--- src/cpu_params.svh ---
// sizing constants shared by the processor core and its stages
`ifndef CPU_PARAMS_SVH
`define CPU_PARAMS_SVH

// data path width
`define CPU_XLEN 32

// instruction memory words; the pc width must address all of them
`define CPU_IMEM_DEPTH 256
`define CPU_PC_W 8

// general registers, register 0 reads as zero
`define CPU_NREGS 32

`endif

--- src/isa_pkg.sv ---
// instruction set of the core: opcodes, field types and word layouts
package isa_pkg;

   typedef logic [4:0]  reg_idx_t;
   typedef logic [15:0] imm_t;

   typedef enum logic [5:0] {
      OP_NOP  = 6'h00,
      OP_ADD  = 6'h01,
      OP_SUB  = 6'h02,
      OP_AND  = 6'h03,
      OP_OR   = 6'h04,
      OP_SLT  = 6'h05,
      OP_ADDI = 6'h08,
      OP_BEQ  = 6'h10,
      OP_BNE  = 6'h11,
      OP_JMP  = 6'h12,
      OP_SEND = 6'h20,
      OP_HALT = 6'h3f
   } opcode_e;

   typedef struct packed {
      opcode_e     op;
      reg_idx_t    rs;
      reg_idx_t    rt;
      reg_idx_t    rd;
      logic [10:0] spare;   // not decoded
   } instr_r_t;

   typedef struct packed {
      opcode_e  op;
      reg_idx_t rs;
      reg_idx_t rt;
      imm_t     imm;
   } instr_i_t;

endpackage

--- src/cpu_ifs.sv ---
// stage-to-stage bundles of the core: register read and instruction issue
`timescale 1ns/10ps
`include "cpu_params.svh"

interface reg_read_if;
   import isa_pkg::*;

   reg_idx_t             rs_idx;
   reg_idx_t             rt_idx;
   logic [`CPU_XLEN-1:0] rs_data;
   logic [`CPU_XLEN-1:0] rt_data;

   modport requester (output rs_idx, output rt_idx, input rs_data, input rt_data);
   modport responder (input rs_idx, input rt_idx, output rs_data, output rt_data);
endinterface


--- src/result_stage.sv ---
// result stage: general register file with two read ports and the write-back port
`timescale 1ns/10ps
`include "cpu_params.svh"

module result_stage (
   input  logic                 clk,
   input  logic                 rst_n,
   input  logic                 wb_valid,
   input  isa_pkg::reg_idx_t    wb_dest,
   input  logic [`CPU_XLEN-1:0] wb_data,
   reg_read_if.responder        rd
);

   logic [`CPU_XLEN-1:0] regs [`CPU_NREGS];

   always_ff @(posedge clk or negedge rst_n) begin
      if (!rst_n) begin
         for (int i = 0; i < `CPU_NREGS; i++) begin
            regs[i] <= '0;
         end
      end else if (wb_valid && wb_dest != '0) begin
         regs[wb_dest] <= wb_data;   // register 0 is hardwired
      end
   end

   // reads are combinational, so a write shows up on the next cycle
   assign rd.rs_data = (rd.rs_idx == '0) ? '0 : regs[rd.rs_idx];
   assign rd.rt_data = (rd.rt_idx == '0) ? '0 : regs[rd.rt_idx];

endmodule

--- src/flat_wrapper.sv ---
// flat-port wrapper written by rule: the top's interface ports become plain ports
module result_stage_flat 
  (clk, rst_n, wb_valid, wb_dest, wb_data, rd_rs_idx, rd_rt_idx, rd_rs_data, rd_rt_data);
  reg_read_if rd_i ();
  input  logic clk;
  input  logic rst_n;
  input  logic wb_valid;
  input  isa_pkg::reg_idx_t wb_dest;
  input  logic [`CPU_XLEN-1:0] wb_data;
  input wire logic [$bits(rd_i.rs_idx)-1:0] rd_rs_idx;
  input wire logic [$bits(rd_i.rt_idx)-1:0] rd_rt_idx;
  output wire logic [$bits(rd_i.rs_data)-1:0] rd_rs_data;
  output wire logic [$bits(rd_i.rt_data)-1:0] rd_rt_data;
  assign rd_i.rs_idx = rd_rs_idx;
  assign rd_i.rt_idx = rd_rt_idx;
  assign rd_rs_data = rd_i.rs_data;
  assign rd_rt_data = rd_i.rt_data;
  result_stage u_core (.clk(clk), .rst_n(rst_n), .wb_valid(wb_valid), .wb_dest(wb_dest), .wb_data(wb_data), .rd(rd_i));
endmodule
--- config.mk ---
export PLATFORM = sky130hd
export DESIGN_NAME = result_stage_flat
export DESIGN_NICKNAME = d
export VERILOG_FILES = /design/src/isa_pkg.sv /design/src/cpu_ifs.sv /design/src/result_stage.sv /design/src/flat_wrapper.sv
export VERILOG_INCLUDE_DIRS = /design/src
export SDC_FILE = /design/constraint.sdc
export NUM_CORES = 2
export LEC_CHECK = 0
export BUFFER_PORTS_ARGS = -buffer_cell sky130_fd_sc_hd__buf_2
export CAP_MARGIN = 25
export CORE_MARGIN = 2
export CORE_UTILIZATION = 65
export CTS_BUF_LIST = sky130_fd_sc_hd__clkbuf_4 sky130_fd_sc_hd__clkbuf_8
export CTS_CLUSTER_SIZE = 40
export DETAILED_ROUTE_END_ITERATION = 6
export PLACE_DENSITY = 0.82
export REMOVE_ABC_BUFFERS = 1
export SLEW_MARGIN = 20
export SYNTH_ARGS = -nofsm -noshare
export SYNTH_HDL_FRONTEND = slang
export SYNTH_SLANG_ARGS = --single-unit
export TNS_END_PERCENT = 1
--- constraint.sdc ---
create_clock -name clk -period 2.97 [get_ports clk]
set_input_delay 0.1485 -clock clk [delete_from_list [all_inputs] [get_ports clk]]
set_output_delay 0.1485 -clock clk [all_outputs]
set_load 0.005 [all_outputs]
==> run metrics <==
grt met3 use=11.93%; Final nets=3761; Synth cell types=40; Num CTS Buffers=168; yosys synthesis warning count=0; die width=294.9 um; fmax=0.3510 GHz; top post-synthesis cells by count=1024 x dfrtp_1, 1018 x mux2_2, 448 x mux4_2, 172 x clkbuf_1, 128 x mux2i_1; crit path time final=2.849 ns; vias post-DR=37300; DR DRC count=0; Detailed Routing Iterations Pass 1=6; cell leakage power=26.59 nW; clock-pin slew on the worst setup and hold paths=0.06 ns; Seq cells post-synth=1024; post-synth top area share=46.58%; Regs by FF count=u_core.regs (1024); final period utilization=95.92%; Synth Flop Type=dfrtp_1; core box area=0.08369 mm^2; grt peak-use layer=met2; CP Capture Type=output pin; vias per std cell=7.480; largest net degree at the start of global routing=91; max reg flops=1024; worst-margin pin slew=1.178 ns; placed insts=4640; crit path kind=flop to output pin; I/O pins=114; Sink Count=1024; Max Fanout on Critical Path=3; Non-Filler Instances=4986; clock skew=0 ns; P&R area growth vs syn=10.93%; routing usage on met2=60.37%; critical path startpoint category=flop; Pwr Density=669.5 mW/mm^2; status=complete, no violations; Hold Fails Final Rpt=0; Placement Cell Area=0.05682 mm^2; Max Cap Viol=0; CTS resizes=0; CTS Buffer Depth=3; VDD IR max=0.0004559 V; first-pass GRT wire length=253300 um; Total Power=40.86 mW; gr ovfl total=0; cell area after synthesis=0.05502 mm^2; Final HPWL DP=102400 um; Core Rows=106; Buffers on Ports=113; ANT nets after route=0; Synth area leader=dfrtp_1; htree depth=4; Req. time, crit path=2.82 ns; endpoints failing setup=0; Synth Instances=3613; EDFF count, synth=0; Initial Utilization=65.74%; final RePlAce weighted congestion=0.8988; final instance area=0.06103 mm^2; drt first-iter violations=4590; Die Area=0.08698 mm^2; worst skew pair latency=0.84 ns; DRT Wirelength=170000 um; CP arrival=2.70 ns; met1 global-route usage=52.06%; Seq/Total Area, Yosys=46.58%; fraction of registers with async set/reset=100.0%; TritonCTS clock tree=yes; initial antenna violation count=8; GR Util All Layers=39.89%; Final Slew Violations=0; Most flops, register=u_core.regs; Mapped Avg Cell Area=15.23 um^2; number of setup buffers added after CTS=0; synth top area cells=dfrtp_1 47%, mux2_2 21%, mux4_2 18%; fraction of final layout cells sized beyond drive strength 1=55.57%; clk root buf=clkbuf_8; Routed WL per cell=34.09 um; fin util=72.92%; count leader, synth=dfrtp_1; Die H=294.9 um; RSZ-0062 raised after global routing=no; vias in the first global route=39760; min-delay worst type=input port to flop; slew margin rel.=21.29%; Setup TNS=0 ns
==> layer usage <==
layer	wire length (um)	up-vias
li1	-	14260
met1	60950	19550
met2	78330	2745
met3	20070	738
met4	10530	4
met5	84	-
==> report_power, final <==
part / switching (mW) / internal [mW] / leakage, nW
sequential: 2.10 / 16.6 / 13.1
combinational: 3.35 / 4.95 / 11.4
clock: 6.04 / 7.81 / 2.02
total: 11.5 / 29.4 / 26.6
==> layout make-up <==
cell class	count	area, um^2
multi-input cells	2164	26990
inverters	2	10.01
flip-flops and latches	1024	25620
fillers	5005	22660
diodes	8	20.02
repair buffers	351	3146
well taps	1134	1419
clock inverters	38	442.9
clock buffers	265	3378
==> path summary, 6_finish.rpt <==
kind / startpoint / end / slack, ns / depth (start not counted)
worst min register to register: u_core.regs[1011] / u_core.regs[1011] / 0.40 / 0
min in group asynchronous: rst_n / u_core.regs[80] / 0.45 / 3
worst max-delay path: u_core.regs[513] / rd_rs_data[1] / 0.12 / 5
worst min-delay path: wb_dest[2] / u_core.regs[991] / 0.19 / 4
max in group asynchronous: rst_n / u_core.regs[115] / 1.57 / 5
worst max register to register: u_core.regs[188] / u_core.regs[188] / 2.13 / 1
==> cells in the final DEF, fill, tap and decap left out, types with 4 or more instances in the layout <==
| cell | n |
|---|---|
| mux2_1 | 38 |
| clkinv_2 | 20 |
| dlygate4sd3_1 | 34 |
| nor2_4 | 18 |
| dfrtp_1 | 1024 |
| mux2i_1 | 128 |
| nand3b_1 | 4 |
| buf_4 | 153 |
| buf_2 | 106 |
| clkinv_8 | 4 |
| mux4_2 | 448 |
| nand2_1 | 37 |
| a311oi_1 | 64 |
| a22oi_1 | 64 |
| a211oi_1 | 64 |
| nor2b_1 | 64 |
| a221oi_1 | 44 |
| o21ai_1 | 89 |
| mux2_2 | 1018 |
| nand2_2 | 15 |
| clkbuf_4 | 43 |
| o2111ai_1 | 18 |
| buf_12 | 50 |
| clkbuf_8 | 222 |
| buf_8 | 5 |
| nor3b_1 | 4 |
| o21ai_0 | 21 |
| bufinv_16 | 6 |
| diode_2 | 8 |
==> stage by stage <==
stage	hold slack [ns]	worst slack (ns)
floorplan	-0.1471	0.6708
detailed placement	0.2428	0.3919
global placement	0.2326	0.4239
finish	0.1891	0.1212
global route	0.1606	0.1356
CTS	0.1100	0.1593
==> worst max-delay path: stages (launching register included) <==
cell and delay, ns:
dfrtp_1 0.41, mux4_2 0.48, mux2_2 0.28, o21ai_0 0.37, a311oi_1 0.15, buf_2 0.18
==> logic make-up (layout without fill, tap and decap cells) <==
group	Yosys count	after routing	share of synthesized area [%]
buffers and inverters	425	656	4.678
multiplexers	1632	1632	42.28
AO/OA/AOI/OAI	366	366	4.808
other	0	8	0
AND/OR/NAND/NOR	166	166	1.656
flip-flops	1024	1024	46.58
==> what timing repair did <==
item	in CTS	in global routing
hold buffers	35	0
endpoints found under the hold margin	1666	0
setup endpoints to repair	0	0
No activity file was read; power rests on OpenSTA's default activity.
