$ cat config.mk
export PLATFORM = sky130hd
export DESIGN_NAME = program_loader
export DESIGN_NICKNAME = d
export VERILOG_FILES = /design/src/isa_pkg.sv /design/src/pipe_pkg.sv /design/src/program_loader.sv
export VERILOG_INCLUDE_DIRS = /design/src
export SDC_FILE = /design/constraint.sdc
export NUM_CORES = 1
export LEC_CHECK = 0
export ABC_AREA = 1
export ABC_CLOCK_PERIOD_IN_PS = 2600
export BUFFER_PORTS_ARGS = -buffer_cell sky130_fd_sc_hd__buf_2
export CORE_UTILIZATION = 45
export DETAILED_ROUTE_END_ITERATION = 12
export GPL_TIMING_DRIVEN = 0
export PLACE_DENSITY_LB_ADDON = 0.05
export SETUP_SLACK_MARGIN = 0.05
export SYNTH_ARGS = -nofsm -noshare
export SYNTH_HDL_FRONTEND = slang
export SYNTH_SLANG_ARGS = --single-unit
$ cat constraint.sdc
create_clock -name clk -period 2.6 [get_ports clk]
set_input_delay 0.39 -clock clk [delete_from_list [all_inputs] [get_ports clk]]
set_output_delay 0.39 -clock clk [all_outputs]
set_load 0.01 [all_outputs]
$ cat src/cpu_params.svh
// sizing constants shared by the processor core and its stages
`ifndef CPU_PARAMS_SVH
`define CPU_PARAMS_SVH

// data path width
`define CPU_XLEN 32

// instruction memory words; the pc width must address all of them
`define CPU_IMEM_DEPTH 256
`define CPU_PC_W 8

// general registers, register 0 reads as zero
`define CPU_NREGS 32

`endif

$ cat src/isa_pkg.sv
// instruction set of the core: opcodes, field types and word layouts
package isa_pkg;

   typedef logic [4:0]  reg_idx_t;
   typedef logic [15:0] imm_t;

   typedef enum logic [5:0] {
      OP_NOP  = 6'h00,
      OP_ADD  = 6'h01,
      OP_SUB  = 6'h02,
      OP_AND  = 6'h03,
      OP_OR   = 6'h04,
      OP_SLT  = 6'h05,
      OP_ADDI = 6'h08,
      OP_BEQ  = 6'h10,
      OP_BNE  = 6'h11,
      OP_JMP  = 6'h12,
      OP_SEND = 6'h20,
      OP_HALT = 6'h3f
   } opcode_e;

   typedef struct packed {
      opcode_e     op;
      reg_idx_t    rs;
      reg_idx_t    rt;
      reg_idx_t    rd;
      logic [10:0] spare;   // not decoded
   } instr_r_t;

   typedef struct packed {
      opcode_e  op;
      reg_idx_t rs;
      reg_idx_t rt;
      imm_t     imm;
   } instr_i_t;

endpackage

$ cat src/pipe_pkg.sv
// pipeline control encodings and the record carried from decode into execute
`include "cpu_params.svh"

package pipe_pkg;

   typedef enum logic [1:0] {LD_COUNT_HI, LD_COUNT_LO, LD_WORDS, LD_DONE} loader_state_e;

   typedef enum logic [1:0] {CORE_LOAD, CORE_RUN, CORE_HALT} core_state_e;

   typedef struct packed {
      isa_pkg::opcode_e     op;
      isa_pkg::reg_idx_t    dest;
      logic                 dest_valid;
      logic [`CPU_XLEN-1:0] rs_val;
      logic [`CPU_XLEN-1:0] rt_val;
      logic [`CPU_XLEN-1:0] imm;       // already sign extended
      logic [`CPU_PC_W-1:0] pc;
   } issue_t;

endpackage

$ cat src/program_loader.sv
// program loader: builds instruction words from the received byte stream, then starts the core
`timescale 1ns/10ps
`include "cpu_params.svh"

module program_loader (
   input  logic                 clk,
   input  logic                 rst_n,
   input  logic                 rx_valid,
   input  logic [7:0]           rx_data,
   output logic                 imem_we,
   output logic [`CPU_PC_W-1:0] imem_waddr,
   output logic [`CPU_XLEN-1:0] imem_wdata,
   output logic                 start
);
   import pipe_pkg::*;

   loader_state_e        state;
   logic [15:0]          words_left;
   logic [1:0]           byte_idx;
   logic [`CPU_PC_W-1:0] next_addr;
   logic [23:0]          word_buf;
   logic                 take_byte;
   logic                 word_done;

   assign take_byte = rx_valid && (state == LD_WORDS);
   assign word_done = take_byte && (byte_idx == 2'd3);

   always_ff @(posedge clk or negedge rst_n) begin
      if (!rst_n) begin
         state      <= LD_COUNT_HI;
         words_left <= '0;
         byte_idx   <= '0;
         next_addr  <= '0;
         imem_we    <= 1'b0;
         start      <= 1'b0;
      end else begin
         imem_we <= word_done;
         start   <= 1'b0;
         case (state)
            LD_COUNT_HI: begin
               if (rx_valid) begin
                  words_left[15:8] <= rx_data;
                  state            <= LD_COUNT_LO;
               end
            end
            LD_COUNT_LO: begin
               if (rx_valid) begin
                  words_left[7:0] <= rx_data;
                  if ({words_left[15:8], rx_data} == 16'd0) begin
                     state <= LD_DONE;   // empty program runs whatever memory holds
                     start <= 1'b1;
                  end else begin
                     state <= LD_WORDS;
                  end
               end
            end
            LD_WORDS: begin
               if (take_byte) begin
                  byte_idx <= byte_idx + 1'b1;   // wraps to 0 after the fourth byte
               end
               if (word_done) begin
                  next_addr  <= next_addr + 1'b1;
                  words_left <= words_left - 1'b1;
                  if (words_left == 16'd1) begin
                     state <= LD_DONE;
                  end
               end
            end
            default: start <= imem_we;   // fires once, right after the final write
         endcase
      end
   end

   always_ff @(posedge clk) begin
      if (take_byte) begin
         word_buf <= {word_buf[15:0], rx_data};
      end
      if (word_done) begin
         imem_wdata <= {word_buf, rx_data};   // most significant byte came first
         imem_waddr <= next_addr;
      end
   end

endmodule

==> impl_metrics.env <==
export IMPL_rsz0062_at_grt="no"
export IMPL_timing_rr_end="next_addr[6]$_DFFE_PN0P_"
export IMPL_std_cell_rows=33
export IMPL_power_consumption_uw=4440
export IMPL_clock_tree_htree_level_count=3
export IMPL_share_of_the_core_filled_with_cells_in_the_final_layout_pct=54.5
export IMPL_die_width_um=94.6
export IMPL_nNetsFinal=411
export IMPL_combinationalPowerShare_pct=26.4
export IMPL_drt_iter0_drc=84
export IMPL_hold_slack_ns=0.0792
export IMPL_effective_utilization_at_floorplan_pct=46.8
export IMPL_vdd_drop_max_mv=0.471
export IMPL_post_dp_cell_area_um2=4250
export IMPL_synthDistinctLibCells=32
export IMPL_clk_latency_ns=0.35
export IMPL_total_switching_power_uw=1470
export IMPL_post_drt_wl_per_cell_um=13.5
export IMPL_synth_area_um2=3860
export IMPL_synthMostInstantiatedCell="sky130_fd_sc_hd__nand2_1"
export IMPL_worst_slew_pin_slew_ns=0.973
export IMPL_global_route_wire_length_before_repair_um=11100
export IMPL_synth_enable_flop_cells=64
export IMPL_skew_ns=0.00941
export IMPL_cts_reportedPaths_clkPinSlew_ns=0.10
export IMPL_drive_above_1_share_pct=21.7
export IMPL_worstPathMaxFanout=48
export IMPL_ios=53
export IMPL_remaining_drc_errors=0
export IMPL_power_share_clock_pct=26.0
export IMPL_pin_count_of_the_biggest_net_entering_global_routing=49
export IMPL_antenna_found_initial=0
export IMPL_design_core_area_um2=8260
export IMPL_ff2ff_setup_slack_ns=0.47
export IMPL_synth_async_sr_flop_share_pct=31.9
export IMPL_power_leakage_uw=0.00192
export IMPL_p_int_uw=2970
export IMPL_antenna_cells_inserted=0
export IMPL_cellPowerDensity_nw_per_um2=988
export IMPL_tritoncts="done"
export IMPL_cts_buffers_inserted=9
export IMPL_number_of_vias_per_cell_after_detailed_routing=4.75
export IMPL_p_sw_share_pct=33.2
export IMPL_synth_seq_area_share_pct=69.2
export IMPL_global_route_overflow_total=0
export IMPL_synth_yosys_warnings=0
export IMPL_design_area_um2=4500
export IMPL_reg2reg_depth=9
export IMPL_netlist_top_cells_count="78 x sky130_fd_sc_hd__nand2_1, 64 x sky130_fd_sc_hd__edfxtp_1, 33 x sky130_fd_sc_hd__inv_1, 33 x sky130_fd_sc_hd__nor2_1, 30 x sky130_fd_sc_hd__dfrtp_1"
export IMPL_cts_hold_buffers=0
export IMPL_layout_min_cycle_time_ns=2.13
export IMPL_dieHeight_um=94.6
export IMPL_regToRegStartpoint="state[0]$_DFFE_PN0P_"
export IMPL_synth_fp_nets=348
export IMPL_clock_tree_buffer_depth=2
export IMPL_post_synth_top_area_cell="sky130_fd_sc_hd__edfxtp_1"
export IMPL_critPathKind="flip-flop to flip-flop"
export IMPL_required_ns=2.85
export IMPL_via_count_of_the_first_global_routing_pass=2258
export IMPL_dp_final_hpwl_um=4650
export IMPL_place_congestion=0.924
export IMPL_layout_area_overhead_vs_synth_pct=16.4
export IMPL_timing_slew_headroom_pct=35.1
export IMPL_post_synth_inst_count=329
export IMPL_arrival_ns=2.37
export IMPL_timing_final_crit_share_pct=81.8
export IMPL_postCtsSetupRepairBufs=0
export IMPL_synthDominantCellAreaShare_pct=49.8
export IMPL_clock_fmax_ghz=0.470
export IMPL_max_cap_viol_count=0
export IMPL_root_buffer="sky130_fd_sc_hd__clkbuf_8"
export IMPL_setup_violations=0
export IMPL_clock_sink_count=94
export IMPL_seqPwrFrac_pct=47.6
export IMPL_fill_cells=740
export IMPL_postRouteWirelength_um=6770
export IMPL_routed_via_count=2383
export IMPL_syn_area_per_cell_um2=11.7
export IMPL_fp_dieArea_um2=8960
export IMPL_port_buffers=52
export IMPL_ctsResizeCount=0
export IMPL_critPathLaunch="state[0]$_DFFE_PN0P_"
export IMPL_slew_violations=0
export IMPL_result_of_the_run="complete, no violations"
export IMPL_yosys_top_cells_area="sky130_fd_sc_hd__edfxtp_1 50%, sky130_fd_sc_hd__dfrtp_1 19%, sky130_fd_sc_hd__nand2_1 7.6%"
export IMPL_ant_nets=0
export IMPL_synth_seq_cells=94
export IMPL_worstSetupEndpointType="flip-flop"
export IMPL_min_delay_path_class="input port to asynchronous set/reset pin"
export IMPL_drt_pass1_iterations=4
export IMPL_report_final_hold_viol_count=0
export IMPL_timing_setup_tns_ns=0
export IMPL_dominantRegCellSynth="sky130_fd_sc_hd__edfxtp_1"
export IMPL_start_kind="flip-flop"
export IMPL_grtUsageTotal_pct=16.7
## registers in the layout, summed over array words and instances (netlist names)
name        cells
start           1
imem_wdata     32
byte_idx        2
state           2
imem_waddr      8
imem_we         1
word_buf       24
next_addr       8
words_left     16
## final cells by class
class                           count  area, µm²  share of cell area (%)
Clock inverter                      6        115                    2.56
Inverter                           36        140                    3.12
Multi-Input combinational cell    193       1000                    22.3
Buffer                              6       46.3                    1.03
Timing Repair Buffer               52        260                    5.79
Tap cell                          105        131                    2.92
Sequential cell                    94       2670                    59.4
Clock buffer                       10        128                    2.84
## stage by stage
step / std cells / setup WS [ns]
floorplan: 329 / 0.725
global placement: 486 / 0.448
global route: 502 / 0.267
finish: 502 / 0.473
CTS: 502 / 0.418
detailed placement: 486 / 0.429
## power groups by stage
stage | Clock (µW) | Combinational, µW | Sequential (µW)
floorplan | 0 | 907 | 2100
global placement | 0 | 1160 | 2140
detailed placement | 0 | 1180 | 2140
CTS | 1190 | 1190 | 2120
global route | 1250 | 1370 | 2150
finish | 1150 | 1170 | 2120
## routing by layer
layer,wire length [µm],GRT usage (%)
met1,3240,22.1
met2,3150,26.4
met3,330,4.03
met4,50,6.44
met5,0,0
## logic make-up after synthesis
group	count (synthesis)	synth area share (%)
compound gates	36	5.28
flops	94	69.2
simple gates	140	16.1
buf+inv	42	4.83
fa+ha+maj	8	2.59
xor+xnor	9	2.04
## critical path, cell delays in order (launching register included)
cell	delay, ns
sky130_fd_sc_hd__dfrtp_1	0.42
sky130_fd_sc_hd__inv_1	0.09
sky130_fd_sc_hd__ha_1	0.16
sky130_fd_sc_hd__buf_6	0.14
sky130_fd_sc_hd__nand2_4	0.08
sky130_fd_sc_hd__nor2_8	0.60
sky130_fd_sc_hd__nand4_2	0.22
sky130_fd_sc_hd__inv_2	0.09
sky130_fd_sc_hd__nand3_1	0.08
sky130_fd_sc_hd__xnor2_1	0.13
## layout by cell type (no fill, tap or decap), types with 7 or more instances in the layout
master,Yosys,layout
sky130_fd_sc_hd__clkbuf_8,0,9
sky130_fd_sc_hd__dfrtp_1,30,30
sky130_fd_sc_hd__edfxtp_1,64,64
sky130_fd_sc_hd__o21ai_0,17,17
sky130_fd_sc_hd__nor2_1,33,33
sky130_fd_sc_hd__a21oi_1,7,7
sky130_fd_sc_hd__nand2_1,78,78
sky130_fd_sc_hd__buf_2,1,53
sky130_fd_sc_hd__nand3_1,11,11
sky130_fd_sc_hd__inv_1,33,33
sky130_fd_sc_hd__ha_1,8,8
## how the worst max path moves through the flow
stage / end / slack (ns) / depth (start not counted)
after floorplan: next_addr[6]$_DFFE_PN0P_ / 0.72 / 9
after global placement: next_addr[6]$_DFFE_PN0P_ / 0.45 / 9
after detailed placement: next_addr[6]$_DFFE_PN0P_ / 0.43 / 9
after CTS: next_addr[6]$_DFFE_PN0P_ / 0.42 / 9
after global routing: next_addr[6]$_DFFE_PN0P_ / 0.27 / 9
final: next_addr[6]$_DFFE_PN0P_ / 0.47 / 9
No activity file was read; power rests on OpenSTA's default activity.
