File: config.mk
export PLATFORM = sky130hd
export DESIGN_NAME = execute_stage_flat
export DESIGN_NICKNAME = d
export VERILOG_FILES = /design/src/isa_pkg.sv /design/src/pipe_pkg.sv /design/src/cpu_ifs.sv /design/src/execute_stage.sv /design/src/flat_wrapper.sv
export VERILOG_INCLUDE_DIRS = /design/src
export SDC_FILE = /design/constraint.sdc
export NUM_CORES = 1
export LEC_CHECK = 0
export ABC_AREA = 1
export BUFFER_PORTS_ARGS = -buffer_cell sky130_fd_sc_hd__buf_4
export CAP_MARGIN = 5
export CORE_MARGIN = 2
export CORE_UTILIZATION = 56
export DETAILED_ROUTE_END_ITERATION = 10
export PLACE_DENSITY = 0.91
export SLEW_MARGIN = 20
export SYNTH_ARGS = -nofsm -noshare
export SYNTH_HDL_FRONTEND = slang
export SYNTH_SLANG_ARGS = --single-unit
File: constraint.sdc
create_clock -name clk -period 1.4 [get_ports clk]
set_clock_uncertainty 0.05 [all_clocks]
set_input_delay 0.07 -clock clk [delete_from_list [all_inputs] [get_ports clk]]
set_output_delay 0.07 -clock clk [all_outputs]
set_load 0.05 [all_outputs]
File: src/cpu_params.svh
// sizing constants shared by the processor core and its stages
`ifndef CPU_PARAMS_SVH
`define CPU_PARAMS_SVH

// data path width
`define CPU_XLEN 32

// instruction memory words; the pc width must address all of them
`define CPU_IMEM_DEPTH 256
`define CPU_PC_W 8

// general registers, register 0 reads as zero
`define CPU_NREGS 32

`endif

File: src/isa_pkg.sv
// instruction set of the core: opcodes, field types and word layouts
package isa_pkg;

   typedef logic [4:0]  reg_idx_t;
   typedef logic [15:0] imm_t;

   typedef enum logic [5:0] {
      OP_NOP  = 6'h00,
      OP_ADD  = 6'h01,
      OP_SUB  = 6'h02,
      OP_AND  = 6'h03,
      OP_OR   = 6'h04,
      OP_SLT  = 6'h05,
      OP_ADDI = 6'h08,
      OP_BEQ  = 6'h10,
      OP_BNE  = 6'h11,
      OP_JMP  = 6'h12,
      OP_SEND = 6'h20,
      OP_HALT = 6'h3f
   } opcode_e;

   typedef struct packed {
      opcode_e     op;
      reg_idx_t    rs;
      reg_idx_t    rt;
      reg_idx_t    rd;
      logic [10:0] spare;   // not decoded
   } instr_r_t;

   typedef struct packed {
      opcode_e  op;
      reg_idx_t rs;
      reg_idx_t rt;
      imm_t     imm;
   } instr_i_t;

endpackage

File: src/pipe_pkg.sv
// pipeline control encodings and the record carried from decode into execute
`include "cpu_params.svh"

package pipe_pkg;

   typedef enum logic [1:0] {LD_COUNT_HI, LD_COUNT_LO, LD_WORDS, LD_DONE} loader_state_e;

   typedef enum logic [1:0] {CORE_LOAD, CORE_RUN, CORE_HALT} core_state_e;

   typedef struct packed {
      isa_pkg::opcode_e     op;
      isa_pkg::reg_idx_t    dest;
      logic                 dest_valid;
      logic [`CPU_XLEN-1:0] rs_val;
      logic [`CPU_XLEN-1:0] rt_val;
      logic [`CPU_XLEN-1:0] imm;       // already sign extended
      logic [`CPU_PC_W-1:0] pc;
   } issue_t;

endpackage

File: src/cpu_ifs.sv
// stage-to-stage bundles of the core: register read and instruction issue
`timescale 1ns/10ps
`include "cpu_params.svh"


interface issue_if;
   import pipe_pkg::*;

   logic   valid;   // one cycle per issued instruction
   issue_t info;

   modport sender (output valid, output info);
   modport receiver (input valid, input info);
endinterface

File: src/execute_stage.sv
// execute stage: ALU, branch resolution, transmit strobe and halt detection
`timescale 1ns/10ps
`include "cpu_params.svh"

module execute_stage (
   input  logic                 clk,
   input  logic                 rst_n,
   issue_if.receiver            iss,
   output logic                 redirect_valid,
   output logic [`CPU_PC_W-1:0] redirect_pc,
   output logic                 halt_seen,
   output logic                 tx_valid,
   output logic [7:0]           tx_data,
   output logic                 wb_valid,
   output isa_pkg::reg_idx_t    wb_dest,
   output logic [`CPU_XLEN-1:0] wb_data
);
   import isa_pkg::*;

   logic                 live;
   logic [`CPU_XLEN-1:0] a;
   logic [`CPU_XLEN-1:0] b;
   logic [`CPU_XLEN-1:0] alu_out;
   logic                 taken;
   logic [`CPU_PC_W-1:0] target;

   assign a = iss.info.rs_val;
   assign b = iss.info.rt_val;

   // the slot behind a taken branch is already fetched, and nothing runs after halt
   assign live = iss.valid && !redirect_valid && !halt_seen;

   always_comb begin
      alu_out = '0;
      taken   = 1'b0;
      target  = iss.info.pc + 1'b1 + iss.info.imm[`CPU_PC_W-1:0];
      case (iss.info.op)
         OP_ADD:  alu_out = a + b;
         OP_SUB:  alu_out = a - b;
         OP_AND:  alu_out = a & b;
         OP_OR:   alu_out = a | b;
         OP_SLT:  alu_out = {{(`CPU_XLEN-1){1'b0}}, $signed(a) < $signed(b)};
         OP_ADDI: alu_out = a + iss.info.imm;
         OP_BEQ:  taken = (a == b);
         OP_BNE:  taken = (a != b);
         OP_JMP: begin
            taken  = 1'b1;
            target = iss.info.imm[`CPU_PC_W-1:0];   // absolute word address
         end
         default: alu_out = '0;
      endcase
   end

   always_ff @(posedge clk or negedge rst_n) begin
      if (!rst_n) begin
         redirect_valid <= 1'b0;
         halt_seen      <= 1'b0;
         tx_valid       <= 1'b0;
         wb_valid       <= 1'b0;
      end else begin
         redirect_valid <= live && taken;
         halt_seen      <= halt_seen || (live && iss.info.op == OP_HALT);   // sticky
         tx_valid       <= live && (iss.info.op == OP_SEND);
         wb_valid       <= live && iss.info.dest_valid;
      end
   end

   always_ff @(posedge clk) begin
      redirect_pc <= target;
      tx_data     <= b[7:0];
      wb_dest     <= iss.info.dest;
      wb_data     <= alu_out;
   end

endmodule

File: src/flat_wrapper.sv
// flat-port wrapper written by rule: the top's interface ports become plain ports
module execute_stage_flat import isa_pkg::*;
  (clk, rst_n, redirect_valid, redirect_pc, halt_seen, tx_valid, tx_data, wb_valid, wb_dest, wb_data, iss_valid, iss_info);
  issue_if iss_i ();
  input  logic clk;
  input  logic rst_n;
  output logic redirect_valid;
  output logic [`CPU_PC_W-1:0] redirect_pc;
  output logic halt_seen;
  output logic tx_valid;
  output logic [7:0] tx_data;
  output logic wb_valid;
  output isa_pkg::reg_idx_t wb_dest;
  output logic [`CPU_XLEN-1:0] wb_data;
  input wire logic [$bits(iss_i.valid)-1:0] iss_valid;
  input wire logic [$bits(iss_i.info)-1:0] iss_info;
  assign iss_i.valid = iss_valid;
  assign iss_i.info = iss_info;
  execute_stage u_core (.clk(clk), .rst_n(rst_n), .iss(iss_i), .redirect_valid(redirect_valid), .redirect_pc(redirect_pc), .halt_seen(halt_seen), .tx_valid(tx_valid), .tx_data(tx_data), .wb_valid(wb_valid), .wb_dest(wb_dest), .wb_data(wb_data));
endmodule
==> results of run 1 <==
-- routing by layer --
metal  GRT usage  overflow
met4       0.857        83
met1       0.788        10
met3       0.719         1
met2       0.990       190
met5       0.391         1
-- stage by stage --
step                instances  setup slack (ns)   util  area, µm²
CTS                      2184            -0.716  0.912      13900
detailed placement       2124             -1.20  0.823      12500
floorplan                1524            -0.671      -       9050
global placement         2124             -1.09  0.823      12500
-- logic make-up after synthesis --
family,count (synthesis),synth area share
flip-flops,57,0.133
adder cells (fa/ha/maj),147,0.214
AND/OR/NAND/NOR,795,0.385
AO/OA/AOI/OAI,183,0.113
buffers and inverters,335,0.148
XOR/XNOR,7,0.00704
-- timing repair --
action	CTS
hold buffers	23
setup buffers	18
hold endpoints to repair	25
gates cloned	3
resized for setup	160
pin swaps	39
endpoints found under the setup margin	34
-- cell usage after synthesis (8+ instances only) --
| master | n |
|---|---|
| inv_1 | 309 |
| ha_1 | 144 |
| dfxtp_1 | 53 |
| o21bai_1 | 9 |
| nand4_1 | 18 |
| nand2_1 | 457 |
| nor2_2 | 8 |
| nor3_1 | 12 |
| a21oi_1 | 116 |
| nand3_1 | 121 |
| buf_2 | 14 |
| o21ai_0 | 27 |
| nor2_1 | 143 |
| o21ai_1 | 16 |
==> results by group, run 1 <==
Floorplanning
  • Initial cell density of the core: 0.573
  • Row count: 45
  • Number of I/O pins: 176
  • Vertical die dimension: ~130 µm
  • Overall die width: around 130 µm

Clock network
  • Clock buffer count from CTS: 9
  • # clock sinks: 57
  • CTS H-tree lvls: 3
  • Buffer cell driving the clock tree root: clkbuf_16
  • Number of buffers on the longest clock path: 2

Global route
  • Pin count of the biggest net entering global routing: 25
  • Grt ovf: 285
  • GRT Overall Usage: 0.828
  • Vias in the first global route: ~18k
  • Wire length of the first global-routing pass: around 110000 µm

Synthesis
  • Count of flip-flops with a built-in enable after synthesis: 0
  • Synthesized net count: between 1.5k and 2k
  • Mapped Area: slightly below 0.009 mm²
  • Fraction of post-synthesis cell area in the top cell type by area: 0.207
  • Synth async-reset ratio: 0.0702
  • Dominant register cell in the synthesized netlist: dfxtp_1
  • Share of the yosys chip area belonging to registers: 0.133
  • Average instance area after synthesis: between 5 and 6 µm²
  • Number of distinct library cells after synthesis: 39
  • Cell type contributing the most total cell area after synthesis: ha_1
  • Register bit count reported by yosys: 57
  • Mapped Cells: around 1.5k
  • Count of synthesis-stage warnings from yosys: 0
  • Largest cells by area after synthesis: ha_1 (21%), nand2_1 (20%), inv_1 (13%)

Outcome
  • Last stage the flow got to: 5_1_grt
  • Err: [ERROR GRT-0116] Global routing finished with congestion. Check the congestion regions in the DRC Viewer.
  • Run status: did not finish

Placed design
  • Last weighted congestion value of the routability-driven placer: between 1 and 1.5
  • Final HPWL DP: between 30000 and 40000 µm
  • Port Buffers: 175
==> inputs of run 2 (changes only) <==
--- a/config.mk
+++ b/config.mk
@@ -10,9 +10,9 @@
 export BUFFER_PORTS_ARGS = -buffer_cell sky130_fd_sc_hd__buf_4
 export CAP_MARGIN = 5
 export CORE_MARGIN = 2
-export CORE_UTILIZATION = 56
+export CORE_UTILIZATION = 40
 export DETAILED_ROUTE_END_ITERATION = 10
-export PLACE_DENSITY = 0.91
+export PLACE_DENSITY_LB_ADDON = 0.15
 export SLEW_MARGIN = 20
 export SYNTH_ARGS = -nofsm -noshare
 export SYNTH_HDL_FRONTEND = slang
==> run 2 against run 1 <==
  * The flow now finishes, with violations (negative setup slack)
  * Area after synthesis is the same
  * Synthesized cell count is the same
==> results by group, run 2 <==
Floorplanning
  • Die area: around 0.023 mm²
  • Overall die width: 152 µm (was 129 µm)
  • Vertical die dimension: 152 µm (was 129 µm)
  • Initial cell density of the core: 0.410 (was 0.573)
  • Floorplan Core Area: around 0.021 mm²
  • Row count: 53 (was 45)
  • Number of I/O pins: 176 (unchanged)

Placed design
  • Placed standard-cell area: 0.0128 mm² (was 0.0125 mm²)
  • Final HPWL DP: 29300 µm (was 30800 µm)
  • Last weighted congestion value of the routability-driven placer: 0.974 (was 1.14)
  • Port Buffers: 175 (unchanged)
  • Total placed cells including tap cells: 2234 (was 2124)

Clock network
  • Number of buffers on the longest clock path: 2 (unchanged)
  • TritonCTS clock tree: built
  • Clock-pin transition on the worst setup and hold timing paths: ~0.080 ns
  • Buffer cell driving the clock tree root: clkbuf_16 (unchanged)
  • Clock buffer count from CTS: 9 (unchanged)
  • Clock latency reported for the late side of the worst-skew pair: roughly 0.37 ns
  • CTS H-tree lvls: 3 (unchanged)
  • # clock sinks: 57 (unchanged)

Power and ir drop
  • Cell leakage power: 8.33 nW
  • Switching share of power: 0.435
  • Relative contribution of the clock network to total power: 0.247
  • Internal power: between 5 and 6 mW
  • Sequential fraction of design power: 0.188
  • Peak supply drop: about 0.46 mV
  • Fraction of power consumed by combinational cells: 0.565
  • Switching Power: 4.05 mW
  • Power per standard cell area: about 600 mW/mm²

Timing
  • Worst max-slew margin expressed relative to the limit: 0.718
  • Final setup fails: 33
  • Count of endpoints failing hold in the final timing report: 0
  • Worst Hold Slack: around 0.025 ns
  • Slack of the critical path: -0.768 ns
  • Slew at the pin closest to its max-slew limit: 0.423 ns
  • Final critical delay including setup and external delays: 2.17 ns
  • Share of the clock period used by the worst path after layout: 1.55
  • Setup repair after global routing missed its margin: yes
  • Max Clock Freq: approximately 460 MHz
  • Max-slew violation count: 0
  • Setup TNS: -19.80 ns

Layout
  • Most common cell after layout, fill and taps aside: buf_4
  • NumNets Final: around 2.3k
  • Biggest registers after layout: u_core.wb_data x32, u_core.redirect_pc x8, u_core.tx_data x8
  • Layout area overhead: 73.9%
  • Proportion of layout cells with a drive suffix above 1: 0.409
  • Cell area after layout: between 0.015 and 0.02 mm²
  • Post-route non-filler standard cell count: approximately 2.3k
  • Highest-count cells in the layout ignoring fill and taps: buf_4 (447), nand2_1 (367), inv_1 (273)
  • Flip-flop count of the largest register after layout: 32
  • Layout Utilization: 0.714
  • Register name with the most flops: u_core.wb_data
  • Number of inserted diodes: 0

Route
  • Initial DRC count: 646
  • Detail-routed net length per standard cell: about 17 µm
  • Total number of vias: 11.6k
  • ANT nets after route: 0
  • DRC violation count after routing: 0
  • Vias per cell: between 5 and 6
  • Detailed-route wire length: between 30000 and 40000 µm
  • 1st-pass router iterations: 6

Outcome
  • Violated checks: negative setup slack
  • Run status: finished with violations (was did not finish)

Synthesis
  • Synthesized net count: 1790 (unchanged)
  • Fraction of post-synthesis cell area in the top cell type by area: 0.207 (unchanged)
  • Most frequent cells after synthesis: nand2_1 (457), inv_1 (309), ha_1 (144) (unchanged)
  • Share of the yosys chip area belonging to registers: 0.133 (unchanged)
  • Number of distinct library cells after synthesis: 39 (unchanged)
  • Cell type contributing the most total cell area after synthesis: ha_1 (unchanged)
  • Average instance area after synthesis: 5.72 µm² (unchanged)
  • Register bit count reported by yosys: 57 (unchanged)
  • Count of synthesis-stage warnings from yosys: 0 (unchanged)
  • Synth async-reset ratio: 0.0702 (unchanged)
  • Mapped Area: 0.00871 mm² (unchanged)
  • Dominant register cell in the synthesized netlist: dfxtp_1 (unchanged)
  • Most frequently used cell type in the post-synthesis netlist: nand2_1 (unchanged)
  • Largest cells by area after synthesis: ha_1 (21%), nand2_1 (20%), inv_1 (13%) (unchanged)
  • Mapped Cells: 1524 (unchanged)
  • Count of flip-flops with a built-in enable after synthesis: 0 (unchanged)

Job
  • Max_cap viols: 0

Min path
  • Hold Crit Class: input pin to register

Global route
  • Global routing met3 resource utilization: 0.0473
  • Layer with the highest usage: met2
  • Pin count of the biggest net entering global routing: 31
  • Met1 routing resource usage after global routing: 0.413
  • Grt ovf: 0
  • Met2 Resource Use GR: 0.562
  • Vias in the first global route: around 11k
  • GRT Overall Usage: 0.329
  • Number of antenna violations at the first check in global routing: 0
  • Wire length of the first global-routing pass: approximately 58000 µm

Critical path
  • WP buf/inv: 6
  • Crit. End Element: register
  • Data required time of the critical path: about 1.6 ns
  • CP Launch Type: input pin
  • Cell-by-cell trace of the critical path: buf_8 > inv_6 > nor2_4 > nand3_4 > buf_12 > buf_16 > nand2_4 > o21ai_2 > ha_2 > inv_2 > fa_2 > inv_4 > nand3_4 > nand3_4 > nand2_2 > nand3_4 > nand2_2 > nand2_1 > nand2_1 > nand3_2 > nand3_1
  • CP most frequent cell: nand3_4
  • Top cell family by delay on the critical path: simple AND/OR/NAND/NOR gates
  • Slowest stage cell on the critical path: fa_2
  • Class of the most critical setup path: input pin to register
  • Largest fanout of any net on the critical path: 7
  • Max stage delay on crit path: around 0.36 ns
  • Arrival time of data at the critical path endpoint: approximately 2.4 ns
-- run 2: cell counts after synthesis --
No cell type changed its count.
-- run 2: what timing repair did --
action | CTS | global route
hold buffers | 25 | 0
buffers inserted | 22 | 12
hold endpoints to repair | 26 | 0
endpoints found under the setup margin | 33 | 35
resized for setup | 257 | 113
cloned | 3 | 0
pin swaps | 72 | 45
-- run 2: final cells by class --
cell class,instances,area [µm²]
flip-flops and latches,57,1160
repair buffers,512,4210
fillers,1795,6070
clock buffers,9,225
multi-input cells,1132,7930
inverters,316,1220
well taps,275,344
clock inverters,7,61.3
-- run 2: tightest hold or removal path: stages --
cell	delay, ns
buf_4	0.12
buf_4	0.12
nand2_1	0.05
nand2_1	0.05
-- run 2: metrics by stage --
step,total power [mW],worst slack [ns]
after floorplan,4.06,-0.671
after global placement,6.00,-1.16
after detailed placement,6.05,-1.16
after CTS,8.92,-0.677
after global routing,9.80,-0.868
final,9.32,-0.768
-- run 2: worst paths after layout --
path | start | slack [ns] | depth (start not counted) | to
max in group asynchronous | rst_n | 0.51 | 3 | u_core.wb_valid
worst min register to register | u_core.halt_seen | 0.52 | 2 | u_core.halt_seen
worst min-delay path | iss_info[15] | 0.03 | 4 | u_core.redirect_pc[7]
min in group asynchronous | rst_n | 0.56 | 3 | u_core.tx_valid
worst max register to register | u_core.redirect_valid | 0.21 | 3 | u_core.halt_seen
worst max-delay path | iss_info[113] | -0.77 | 21 | u_core.wb_data[28]
-- run 2: layer usage --
layer	routed length (µm)	vias to the layer above
li1	-	5772
met1	16500	5327
met2	18800	413
met3	2350	98
met4	1570	0
met5	0	-
-- run 2: kinds of logic after synthesis --
family,synth area share
and+or+nand+nor,0.385
buffers and inverters,0.148
AOI/OAI and AO/OA,0.113
adders and majority gates,0.214
DFF,0.133
xor gates and xnor gates,0.00704
-- run 2: power groups by stage --
stage	Clock (mW)	Combinational (mW)	Sequential [mW]
2_1_floorplan	0	1.93	2.13
3_3_place_gp	0	4.22	1.79
3_5_place_dp	0	4.26	1.79
4_1_cts	2.31	4.86	1.75
5_1_grt	2.39	5.65	1.76
6_report	2.30	5.27	1.75
Note: power is estimated with default switching activity, not from simulation.
